## src/cache_pkg.sv

```systemverilog
package cache_pkg;

   localparam int ADDR_W        = 16;
   localparam int FE_DATA_W     = 32;
   localparam int FE_NBYTES     = 4;
   localparam int BE_DATA_W     = 64;
   localparam int BE_NBYTES     = 8;
   localparam int BYTE_OFF_W    = 2;  // byte bits of a front-end word
   localparam int WORD_OFFSET_W = 2;  // 4 words per line
   localparam int INDEX_W       = 4;  // 16 lines
   localparam int TAG_W         = ADDR_W - BYTE_OFF_W - WORD_OFFSET_W - INDEX_W;
   localparam int NLINES        = 2**INDEX_W;
   localparam int NWORDS        = 2**(INDEX_W + WORD_OFFSET_W);
   localparam int WBUF_DEPTH    = 4;

   typedef struct packed {
      logic [ADDR_W-1:0]    addr;
      logic                 we;
      logic [FE_NBYTES-1:0] wstrb;
      logic [FE_DATA_W-1:0] wdata;
   } fe_req_t;

   typedef struct packed {
      logic [ADDR_W-BYTE_OFF_W-1:0] waddr;  // word address
      logic [FE_NBYTES-1:0]         wstrb;
      logic [FE_DATA_W-1:0]         wdata;
   } wbuf_entry_t;

   typedef struct packed {
      logic [ADDR_W-1:0]    addr;  // 8-byte aligned
      logic [BE_NBYTES-1:0] wstrb;
      logic [BE_DATA_W-1:0] wdata;
   } mem_wr_t;

   function automatic logic [INDEX_W-1:0] addr_index(input logic [ADDR_W-1:0] addr);
      return addr[BYTE_OFF_W+WORD_OFFSET_W +: INDEX_W];
   endfunction

   function automatic logic [TAG_W-1:0] addr_tag(input logic [ADDR_W-1:0] addr);
      return addr[ADDR_W-1 -: TAG_W];
   endfunction

   // word position inside the data array, line index on top
   function automatic logic [INDEX_W+WORD_OFFSET_W-1:0] addr_word(input logic [ADDR_W-1:0] addr);
      return addr[BYTE_OFF_W +: INDEX_W+WORD_OFFSET_W];
   endfunction

endpackage

```

## src/cache_tag_store.sv

```systemverilog
`timescale 1ns/1ns

module cache_tag_store (
   input  logic                      clk,
   input  logic                      reset,
   input  logic [cache_pkg::ADDR_W-1:0] lookup_addr,
   output logic                      hit,
   input  logic                      fill_en,
   input  logic [cache_pkg::ADDR_W-1:0] fill_addr
);

   import cache_pkg::*;

   logic [NLINES-1:0] valid;
   logic [TAG_W-1:0]  tags [NLINES];

   assign hit = valid[addr_index(lookup_addr)] &
                (tags[addr_index(lookup_addr)] == addr_tag(lookup_addr));

   always_ff @(posedge clk, posedge reset) begin
      if (reset) begin
         valid <= '0;
      end else if (fill_en) begin
         valid[addr_index(fill_addr)] <= 1'b1;
      end
   end

   always_ff @(posedge clk) begin
      if (fill_en) begin
         tags[addr_index(fill_addr)] <= addr_tag(fill_addr);  // line now owned by this tag
      end
   end

endmodule

```

## src/cache_data_store.sv

```systemverilog
`timescale 1ns/1ns

module cache_data_store (
   input  logic                         clk,
   input  logic [cache_pkg::ADDR_W-1:0]    rd_addr,
   output logic [cache_pkg::FE_DATA_W-1:0] rdata,
   input  logic                         wr_en,
   input  logic [cache_pkg::ADDR_W-1:0]    wr_addr,
   input  logic [cache_pkg::FE_NBYTES-1:0] wr_strb,
   input  logic [cache_pkg::FE_DATA_W-1:0] wr_data,
   input  logic                         fill_en,
   input  logic [cache_pkg::ADDR_W-1:0]    fill_addr,
   input  logic                         fill_half,
   input  logic [cache_pkg::BE_DATA_W-1:0] fill_data
);

   import cache_pkg::*;

   logic [FE_DATA_W-1:0]             mem [NWORDS];
   logic [INDEX_W+WORD_OFFSET_W-1:0] wr_word;
   logic [INDEX_W+WORD_OFFSET_W-1:0] fill_lo;
   logic [INDEX_W+WORD_OFFSET_W-1:0] fill_hi;

   assign wr_word = addr_word(wr_addr);
   assign fill_lo = {addr_index(fill_addr), fill_half, 1'b0};  // lower word of the beat
   assign fill_hi = {addr_index(fill_addr), fill_half, 1'b1};

   assign rdata = mem[addr_word(rd_addr)];

   always_ff @(posedge clk) begin
      if (fill_en) begin
         mem[fill_lo] <= fill_data[FE_DATA_W-1:0];
         mem[fill_hi] <= fill_data[BE_DATA_W-1:FE_DATA_W];
      end else if (wr_en) begin
         for (int b = 0; b < FE_NBYTES; b++) begin
            if (wr_strb[b]) begin
               mem[wr_word][8*b +: 8] <= wr_data[8*b +: 8];  // merge enabled bytes only
            end
         end
      end
   end

endmodule

```

## src/cache_write_buffer.sv

```systemverilog
`timescale 1ns/1ns

module cache_write_buffer #(
   parameter int DEPTH = cache_pkg::WBUF_DEPTH
) (
   input  logic                   clk,
   input  logic                   reset,
   input  logic                   push,
   input  cache_pkg::wbuf_entry_t din,
   input  logic                   pop,
   output cache_pkg::wbuf_entry_t head,
   output logic                   not_empty,
   output logic                   empty,
   output logic                   full
);

   import cache_pkg::*;

   wbuf_entry_t                mem [DEPTH];
   logic [$clog2(DEPTH)-1:0]   rd_ptr;
   logic [$clog2(DEPTH)-1:0]   wr_ptr;
   logic [$clog2(DEPTH+1)-1:0] count;
   logic                       do_push;
   logic                       do_pop;

   assign do_pop  = pop & ~empty;
   assign do_push = push & (~full | do_pop);  // full is fine if a slot frees up

   always_ff @(posedge clk) begin
      if (do_push) begin
         mem[wr_ptr] <= din;
      end
   end

   always_ff @(posedge clk, posedge reset) begin
      if (reset) begin
         rd_ptr <= '0;
         wr_ptr <= '0;
         count  <= '0;
      end else begin
         if (do_push) begin
            wr_ptr <= (wr_ptr == DEPTH-1) ? '0 : wr_ptr + 1'b1;
         end
         if (do_pop) begin
            rd_ptr <= (rd_ptr == DEPTH-1) ? '0 : rd_ptr + 1'b1;
         end
         case ({do_push, do_pop})
            2'b10:   count <= count + 1'b1;
            2'b01:   count <= count - 1'b1;
            default: count <= count;
         endcase
      end
   end

   assign head      = mem[rd_ptr];
   assign empty     = (count == 0);
   assign not_empty = ~empty;
   assign full      = (count == DEPTH);

endmodule

```

## src/cache_write_channel.sv

```systemverilog
`timescale 1ns/1ns

module cache_write_channel (
   input  logic                   clk,
   input  logic                   reset,
   input  cache_pkg::wbuf_entry_t head,
   input  logic                   not_empty,
   output logic                   pop,
   output logic                   mem_w_valid,
   output cache_pkg::mem_wr_t     mem_w,
   input  logic                   mem_w_ready
);

   import cache_pkg::*;

   typedef enum logic {
      W_IDLE,
      W_WRITE
   } state_t;

   state_t state;

   always_ff @(posedge clk, posedge reset) begin
      if (reset) begin
         state <= W_IDLE;
      end else begin
         case (state)
            W_IDLE:  if (not_empty) state <= W_WRITE;
            default: if (mem_w_ready) state <= W_IDLE;  // beat taken
         endcase
      end
   end

   assign mem_w_valid = (state == W_WRITE);
   assign pop         = mem_w_valid & mem_w_ready;

   always_comb begin
      mem_w.addr  = {head.waddr[ADDR_W-BYTE_OFF_W-1:1], {(BYTE_OFF_W+1){1'b0}}};
      mem_w.wdata = {2{head.wdata}};  // same word on both halves
      if (head.waddr[0]) begin
         mem_w.wstrb = {head.wstrb, {FE_NBYTES{1'b0}}};  // upper lanes
      end else begin
         mem_w.wstrb = {{FE_NBYTES{1'b0}}, head.wstrb};
      end
   end

endmodule

```

## src/cache_read_channel.sv

```systemverilog
`timescale 1ns/1ns

module cache_read_channel (
   input  logic                         clk,
   input  logic                         reset,
   input  logic                         refill_start,
   input  logic [cache_pkg::ADDR_W-1:0]    miss_addr,
   output logic                         mem_r_valid,
   output logic [cache_pkg::ADDR_W-1:0]    mem_r_addr,
   input  logic                         mem_r_ready,
   input  logic [cache_pkg::BE_DATA_W-1:0] mem_r_rdata,
   output logic                         data_fill_en,
   output logic                         fill_half,
   output logic [cache_pkg::BE_DATA_W-1:0] fill_data,
   output logic                         tag_fill_en,
   output logic                         refill_done
);

   import cache_pkg::*;

   typedef enum logic [1:0] {
      R_IDLE,
      R_READ,
      R_DONE
   } state_t;

   state_t                                     state;
   logic                                       beat;
   logic [ADDR_W-BYTE_OFF_W-WORD_OFFSET_W-1:0] line_q;

   always_ff @(posedge clk) begin
      if (refill_start && state == R_IDLE) begin
         line_q <= miss_addr[ADDR_W-1:BYTE_OFF_W+WORD_OFFSET_W];
      end
   end

   always_ff @(posedge clk, posedge reset) begin
      if (reset) begin
         state <= R_IDLE;
         beat  <= 1'b0;
      end else begin
         case (state)
            R_IDLE: begin
               beat <= 1'b0;
               if (refill_start) state <= R_READ;
            end
            R_READ: begin
               if (mem_r_ready) begin
                  beat <= 1'b1;
                  if (beat) state <= R_DONE;  // second half in
               end
            end
            default: state <= R_IDLE;
         endcase
      end
   end

   assign mem_r_valid  = (state == R_READ);
   assign mem_r_addr   = {line_q, beat, {(BYTE_OFF_W+WORD_OFFSET_W-1){1'b0}}};
   assign data_fill_en = mem_r_valid & mem_r_ready;
   assign fill_half    = beat;
   assign fill_data    = mem_r_rdata;
   assign tag_fill_en  = (state == R_DONE);  // tag only once both halves landed
   assign refill_done  = (state == R_DONE);

endmodule

```

## src/cache_control.sv

```systemverilog
`timescale 1ns/1ns

module cache_control (
   input  logic                         clk,
   input  logic                         reset,
   input  logic                         req_valid,
   output logic                         req_ready,
   input  cache_pkg::fe_req_t           req,
   output logic                         resp_valid,
   output logic [cache_pkg::FE_DATA_W-1:0] resp_rdata,
   input  logic                         hit,
   input  logic [cache_pkg::FE_DATA_W-1:0] rdata,
   output logic [cache_pkg::ADDR_W-1:0]    lookup_addr,
   output logic                         wr_en,
   output logic [cache_pkg::FE_NBYTES-1:0] wr_strb,
   output logic [cache_pkg::FE_DATA_W-1:0] wr_data,
   output logic                         push,
   output cache_pkg::wbuf_entry_t       push_entry,
   input  logic                         full,
   input  logic                         empty,
   output logic                         refill_start,
   input  logic                         refill_done
);

   import cache_pkg::*;

   typedef enum logic [1:0] {
      IDLE,
      LOOKUP,
      DRAIN_WAIT,
      REFILL
   } state_t;

   state_t  state;
   fe_req_t req_q;
   logic    in_lookup;

   always_ff @(posedge clk) begin
      if (req_valid && req_ready) begin
         req_q <= req;
      end
   end

   always_ff @(posedge clk, posedge reset) begin
      if (reset) begin
         state <= IDLE;
      end else begin
         case (state)
            IDLE: if (req_valid) state <= LOOKUP;
            LOOKUP: begin
               if (req_q.we) begin
                  if (!full) state <= IDLE;  // else hold until a slot frees
               end else if (hit) begin
                  state <= IDLE;
               end else begin
                  state <= DRAIN_WAIT;
               end
            end
            DRAIN_WAIT: if (empty) state <= REFILL;  // older writes reach memory first
            default: if (refill_done) state <= LOOKUP;
         endcase
      end
   end

   assign in_lookup   = (state == LOOKUP);
   assign req_ready   = (state == IDLE);
   assign lookup_addr = req_q.addr;

   assign push    = in_lookup & req_q.we & ~full;
   assign wr_en   = push & hit;  // no allocate on a write miss
   assign wr_strb = req_q.wstrb;
   assign wr_data = req_q.wdata;

   assign push_entry.waddr = req_q.addr[ADDR_W-1:BYTE_OFF_W];
   assign push_entry.wstrb = req_q.wstrb;
   assign push_entry.wdata = req_q.wdata;

   assign resp_valid   = in_lookup & ~req_q.we & hit;
   assign resp_rdata   = rdata;
   assign refill_start = (state == DRAIN_WAIT) & empty;

endmodule

```

## src/wt_cache_top.sv

```systemverilog
`timescale 1ns/1ns

module wt_cache_top (
   input  logic                         clk,
   input  logic                         reset,
   input  logic                         req_valid,
   output logic                         req_ready,
   input  cache_pkg::fe_req_t           req,
   output logic                         resp_valid,
   output logic [cache_pkg::FE_DATA_W-1:0] resp_rdata,
   output logic                         mem_w_valid,
   output cache_pkg::mem_wr_t           mem_w,
   input  logic                         mem_w_ready,
   output logic                         mem_r_valid,
   output logic [cache_pkg::ADDR_W-1:0]    mem_r_addr,
   input  logic                         mem_r_ready,
   input  logic [cache_pkg::BE_DATA_W-1:0] mem_r_rdata
);

   import cache_pkg::*;

   logic                 hit;
   logic [FE_DATA_W-1:0] rdata;
   logic [ADDR_W-1:0]    lookup_addr;
   logic                 wr_en;
   logic [FE_NBYTES-1:0] wr_strb;
   logic [FE_DATA_W-1:0] wr_data;
   logic                 push;
   wbuf_entry_t          push_entry;
   wbuf_entry_t          wb_head;
   logic                 wb_pop;
   logic                 wb_not_empty;
   logic                 wb_empty;
   logic                 wb_full;
   logic                 refill_start;
   logic                 refill_done;
   logic                 data_fill_en;
   logic                 fill_half;
   logic [BE_DATA_W-1:0] fill_data;
   logic                 tag_fill_en;

   cache_control u_cache_control (
      .clk, .reset,
      .req_valid, .req_ready, .req,
      .resp_valid, .resp_rdata,
      .hit, .rdata, .lookup_addr,
      .wr_en, .wr_strb, .wr_data,
      .push, .push_entry,
      .full         (wb_full),
      .empty        (wb_empty),
      .refill_start, .refill_done
   );

   cache_tag_store u_cache_tag_store (
      .clk, .reset,
      .lookup_addr, .hit,
      .fill_en      (tag_fill_en),
      .fill_addr    (mem_r_addr)
   );

   cache_data_store u_cache_data_store (
      .clk,
      .rd_addr      (lookup_addr),
      .rdata,
      .wr_en,
      .wr_addr      (lookup_addr),
      .wr_strb, .wr_data,
      .fill_en      (data_fill_en),
      .fill_addr    (mem_r_addr),
      .fill_half, .fill_data
   );

   cache_write_buffer #(
      .DEPTH        (WBUF_DEPTH)
   ) u_cache_write_buffer (
      .clk, .reset,
      .push,
      .din          (push_entry),
      .pop          (wb_pop),
      .head         (wb_head),
      .not_empty    (wb_not_empty),
      .empty        (wb_empty),
      .full         (wb_full)
   );

   cache_write_channel u_cache_write_channel (
      .clk, .reset,
      .head         (wb_head),
      .not_empty    (wb_not_empty),
      .pop          (wb_pop),
      .mem_w_valid, .mem_w, .mem_w_ready
   );

   cache_read_channel u_cache_read_channel (
      .clk, .reset,
      .refill_start,
      .miss_addr    (lookup_addr),
      .mem_r_valid, .mem_r_addr, .mem_r_ready, .mem_r_rdata,
      .data_fill_en, .fill_half, .fill_data,
      .tag_fill_en, .refill_done
   );

endmodule

```

## config.mk

```make
export PLATFORM = sky130hd
export DESIGN_NAME = wt_cache_top
export DESIGN_NICKNAME = d
export VERILOG_FILES = /design/src/cache_pkg.sv /design/src/cache_tag_store.sv /design/src/cache_data_store.sv /design/src/cache_write_buffer.sv /design/src/cache_write_channel.sv /design/src/cache_read_channel.sv /design/src/cache_control.sv /design/src/wt_cache_top.sv
export SDC_FILE = /design/constraint.sdc
export NUM_CORES = 2
export LEC_CHECK = 0
export BUFFER_PORTS_ARGS = -buffer_cell sky130_fd_sc_hd__buf_2
export CORE_ASPECT_RATIO = 1.2
export CORE_MARGIN = 5
export CORE_UTILIZATION = 50
export CTS_CLUSTER_SIZE = 10
export DETAILED_ROUTE_END_ITERATION = 16
export HOLD_SLACK_MARGIN = 0.08
export PLACE_DENSITY = 0.71
export SYNTH_ARGS = -nofsm -noshare
export SYNTH_HDL_FRONTEND = slang
export SYNTH_SLANG_ARGS = --single-unit
```

## constraint.sdc

```tcl
create_clock -name clk -period 7.9 [get_ports clk]
set_clock_uncertainty 0.15 [all_clocks]
set_input_delay 0.79 -clock clk [delete_from_list [all_inputs] [get_ports clk]]
set_output_delay 0.79 -clock clk [all_outputs]
set_load 0.02 [all_outputs]
```

==> results.py <==
metrics = {
    "logic_synthesis": {
        "synthXorXnorAreaFrac_pct": 0.139,
        "synth_area_mm2": 0.126,
        "synth_compound_area_share_pct": 0.534,
        "ys_types": 61,
        "synthArstFlopShare_pct": 1.17,
        "synth_seq_cells": 2474,
        "synth_top_family_by_area": "multiplexers",
        "synth-edff-count": 2439,
        "synth_most_common_cell": "edfxtp_1",
        "ys_top_cells_by_count": "edfxtp_1 (2439), mux2_2 (1822), mux4_2 (738)",
        "yosysTopAreaCell": "edfxtp_1",
        "synth_area_per_cell_um2": 18.0,
        "synth_top_area_share_pct": 58.1,
        "yosys.area_share.simple_pct": 5.70,
        "synth_adder_area_share_pct": 0.105,
        "syn_inst": 6988,
        "ys.flop_type": "edfxtp_1",
        "synthMuxAreaShare_pct": 32.0,
        "ys.warnings.count": 0,
        "netlist_top_cells_area": "edfxtp_1 (58%), mux2_2 (16%), mux4_2 (13%)",
        "ys_seq_area_share_pct": 58.7,
    },
    "floorplanning": {
        "die-height_um": 560,
        "dieArea_mm2": 0.262,
        "fp-row-count": 202,
        "coreArea_mm2": 0.252,
        "io_pins": 262,
        "die_width_um": 468,
        "start_util_pct": 50.1,
    },
    "worst_setup_path": {
        "slowest_stage": "a2111oi_4",
        "max_stage_delay_ns": 0.90,
        "crit_family": "buffers and inverters",
        "path_class": "reg2out",
        "worstPathRequired_ns": 6.96,
        "critPathBufInv": 4,
        "start_kind": "flop",
        "crit_chain": "buf_4, mux4_2, mux2i_1, mux2i_1, xor2_1, a2111oi_4, buf_4, buf_12, and4b_1, buf_2",
        "worstPathArrival_ns": 5.12,
        "crit_path_end_kind": "output port",
        "critPathMaxFanout": 23,
    },
    "power": {
        "p_int_mw": 25.3,
        "p_per_area_mw_per_mm2": 265,
        "swShare_pct": 31.4,
        "power.switching_mw": 11.5,
        "power_frac_clock_pct": 32.2,
        "p_comb_share_pct": 26.6,
        "leakagePower_nw": 46.8,
        "ir_drop_v": 0.000316,
        "power_frac_seq_pct": 41.2,
    },
    "sta": {
        "worst_pin_slew_ns": 1.38,
        "period_share_pct": 76.7,
        "slew_viol_final": 0,
        "timing.hold.ws_ns": 0.316,
        "relSlewSlack_pct": 8.09,
        "rsz0062_at_grt": "false",
        "setup_viol": 0,
        "tns_ns": 0,
        "hold_violations": 0,
        "fmax_ghz": 0.165,
        "fin_ws_ns": 1.84,
        "fin_crit_ns": 6.06,
    },
    "status": {
        "outcome": "complete, no violations",
    },
    "final_layout": {
        "area_delta_synth_final_pct": 10.1,
        "fillerInstances": 19100,
        "drive_gt1_share_pct": 52.0,
        "fin_nets": 7216,
    },
    "placement": {
        "hpwl_um": 241000,
        "pre_cts_slack_ns": 2.59,
        "gp_congestion": 0.868,
        "port-buffer-count": 253,
    },
    "route": {
        "initialDrtViolationCount": 9384,
        "routedWlPerCell_um": 37.2,
        "totalWireLength_um": 391000,
        "ant_nets": 0,
        "drc": 0,
        "num_vias": 71700,
        "vias_per_cell": 6.81,
        "drt-pass1-iter-count": 9,
    },
    "run": {
        "drv_cap": 0,
    },
    "clocking": {
        "cts_buffers": 290,
        "clock_sinks": 2474,
        "insertion_delay_ns": 0.85,
        "htree_levels": 5,
        "cts_tree": "built",
        "cts_resized": 0,
        "clkTransAtPathRegs_ns": 0.06,
        "cts_root_buf": "clkbuf_16",
        "clockBufferDepth": 4,
    },
    "grt": {
        "first_global_vias": 72100,
        "grt_overflow": 0,
        "grt.total_usage_pct": 29.3,
        "antenna_found_initial": 29,
        "grt_pass1_wl_um": 550000,
        "grt_max_degree": 112,
    },
    "worst_hold_path": {
        "hp-class": "reg2reg",
    },
}
## power groups by stage
stage	logic (mW)	registers, mW	clock network (mW)
floorplan	6.76	15.2	0
global placement	9.56	15.4	0
detailed placement	9.70	15.4	0
CTS	9.74	15.2	12.0
global route	10.1	15.2	12.5
finish	9.79	15.2	11.8
## metrics by stage
step                      util, %  power, mW  cell area [um^2]  cells
after floorplan                 -       21.9            126000   6993
after global placement       51.8       25.0            130000  10100
after detailed placement     51.8       25.1            130000  10100
after CTS                    55.1       36.9            139000  10500
after global routing         55.2       37.8            139000  10500
final                        55.2       36.8            139000  10500
## registers in the layout (all words and copies together), names as in the netlist, named ones only
signal and count:
u_cache_control.state 2, u_cache_read_channel.line_q 12, u_cache_write_buffer.wr_ptr 2, u_cache_control.req_q 1, u_cache_data_store.mem 2048, u_cache_write_channel.mem_w_valid 1, u_cache_read_channel.state 2, u_cache_tag_store.tags 128
u_cache_control.wr_data 32, u_cache_read_channel.fill_half 1, u_cache_tag_store.valid 16, u_cache_write_buffer.count 3, u_cache_write_buffer.mem 200, u_cache_write_buffer.rd_ptr 2, u_cache_control.wr_strb 4, u_cache_control.lookup_addr 14
## final timing paths
kind	start	endpoint	slack, ns	cells after the start
setup / recovery	flop	resp_valid	1.84	10
hold / removal	u_cache_tag_store.valid[14]	u_cache_tag_store.valid[14]	0.32	1
setup reg to reg	flop	u_cache_data_store.mem[1][8]	2.49	10
hold reg to reg	u_cache_tag_store.valid[14]	u_cache_tag_store.valid[14]	0.32	1
max in group asynchronous	reset	u_cache_tag_store.valid[15]	6.83	4
min in group asynchronous	reset	u_cache_write_buffer.count[1]	0.33	3
## repair_timing
item | 4_1_cts | 5_1_grt
hold buffers | 53 | 1
hold endpoints to repair | 59 | 5
buffers inserted | 0 | 0
## cell type report
type / count / area (um^2) / area share (%)
tap: 3366 / 4210 / 3.03
inverter: 13 / 48.8 / 0.0351
sequential: 2474 / 74100 / 53.4
antenna: 18 / 45.0 / 0.0324
timing repair buffer: 551 / 3920 / 2.82
clock inverter: 15 / 175 / 0.126
multi-input combinational: 3754 / 48700 / 35.1
clock buffer: 342 / 7640 / 5.50
## layer usage
metal / wire length [um] / GRT usage [%] / vias up
met4: 26100 / 16.2 / 20
li1: - / - / 28400
met3: 44500 / 8.11 / 912
met1: 141000 / 38.3 / 37900
met5: 129 / 0 / -
met2: 180000 / 44.5 / 4513
## cell families after synthesis
logic type	after synthesis
adder cells (fa/ha/maj)	10
other	1
multiplexers	2852
XOR/XNOR	20
AND/OR/NAND/NOR	744
buffers and inverters	765
flip-flops	2474
AO/OA/AOI/OAI	122
## cell usage in the layout, fill, tap and decap left out, types with 5 or more instances in the layout
cell type,netlist,routed
nor2_1,86,39
mux2i_1,49,49
dlygate4sd3_1,0,54
clkbuf_16,0,299
dfrtp_1,29,27
nand3_1,7,6
ha_1,9,9
nor2_2,0,43
nand4_2,38,38
o21ai_0,99,95
or2_2,17,17
nor2b_1,9,9
edfxtp_1,2439,2439
buf_4,42,222
nor3_1,5,5
dfxtp_4,0,5
nand4_4,218,218
o22ai_1,6,6
inv_6,0,7
mux2_2,1822,1822
mux2_1,243,243
and2_1,17,9
buf_12,1,21
nand3b_1,7,7
clkbuf_1,511,43
conb_1,1,6
xor2_1,14,14
and3_1,5,5
inv_1,11,11
and2_2,0,5
diode_2,0,18
mux4_2,738,738
xnor2_1,6,6
buf_2,41,253
nand2_1,314,314
No activity file was read; power rests on OpenSTA's default activity.
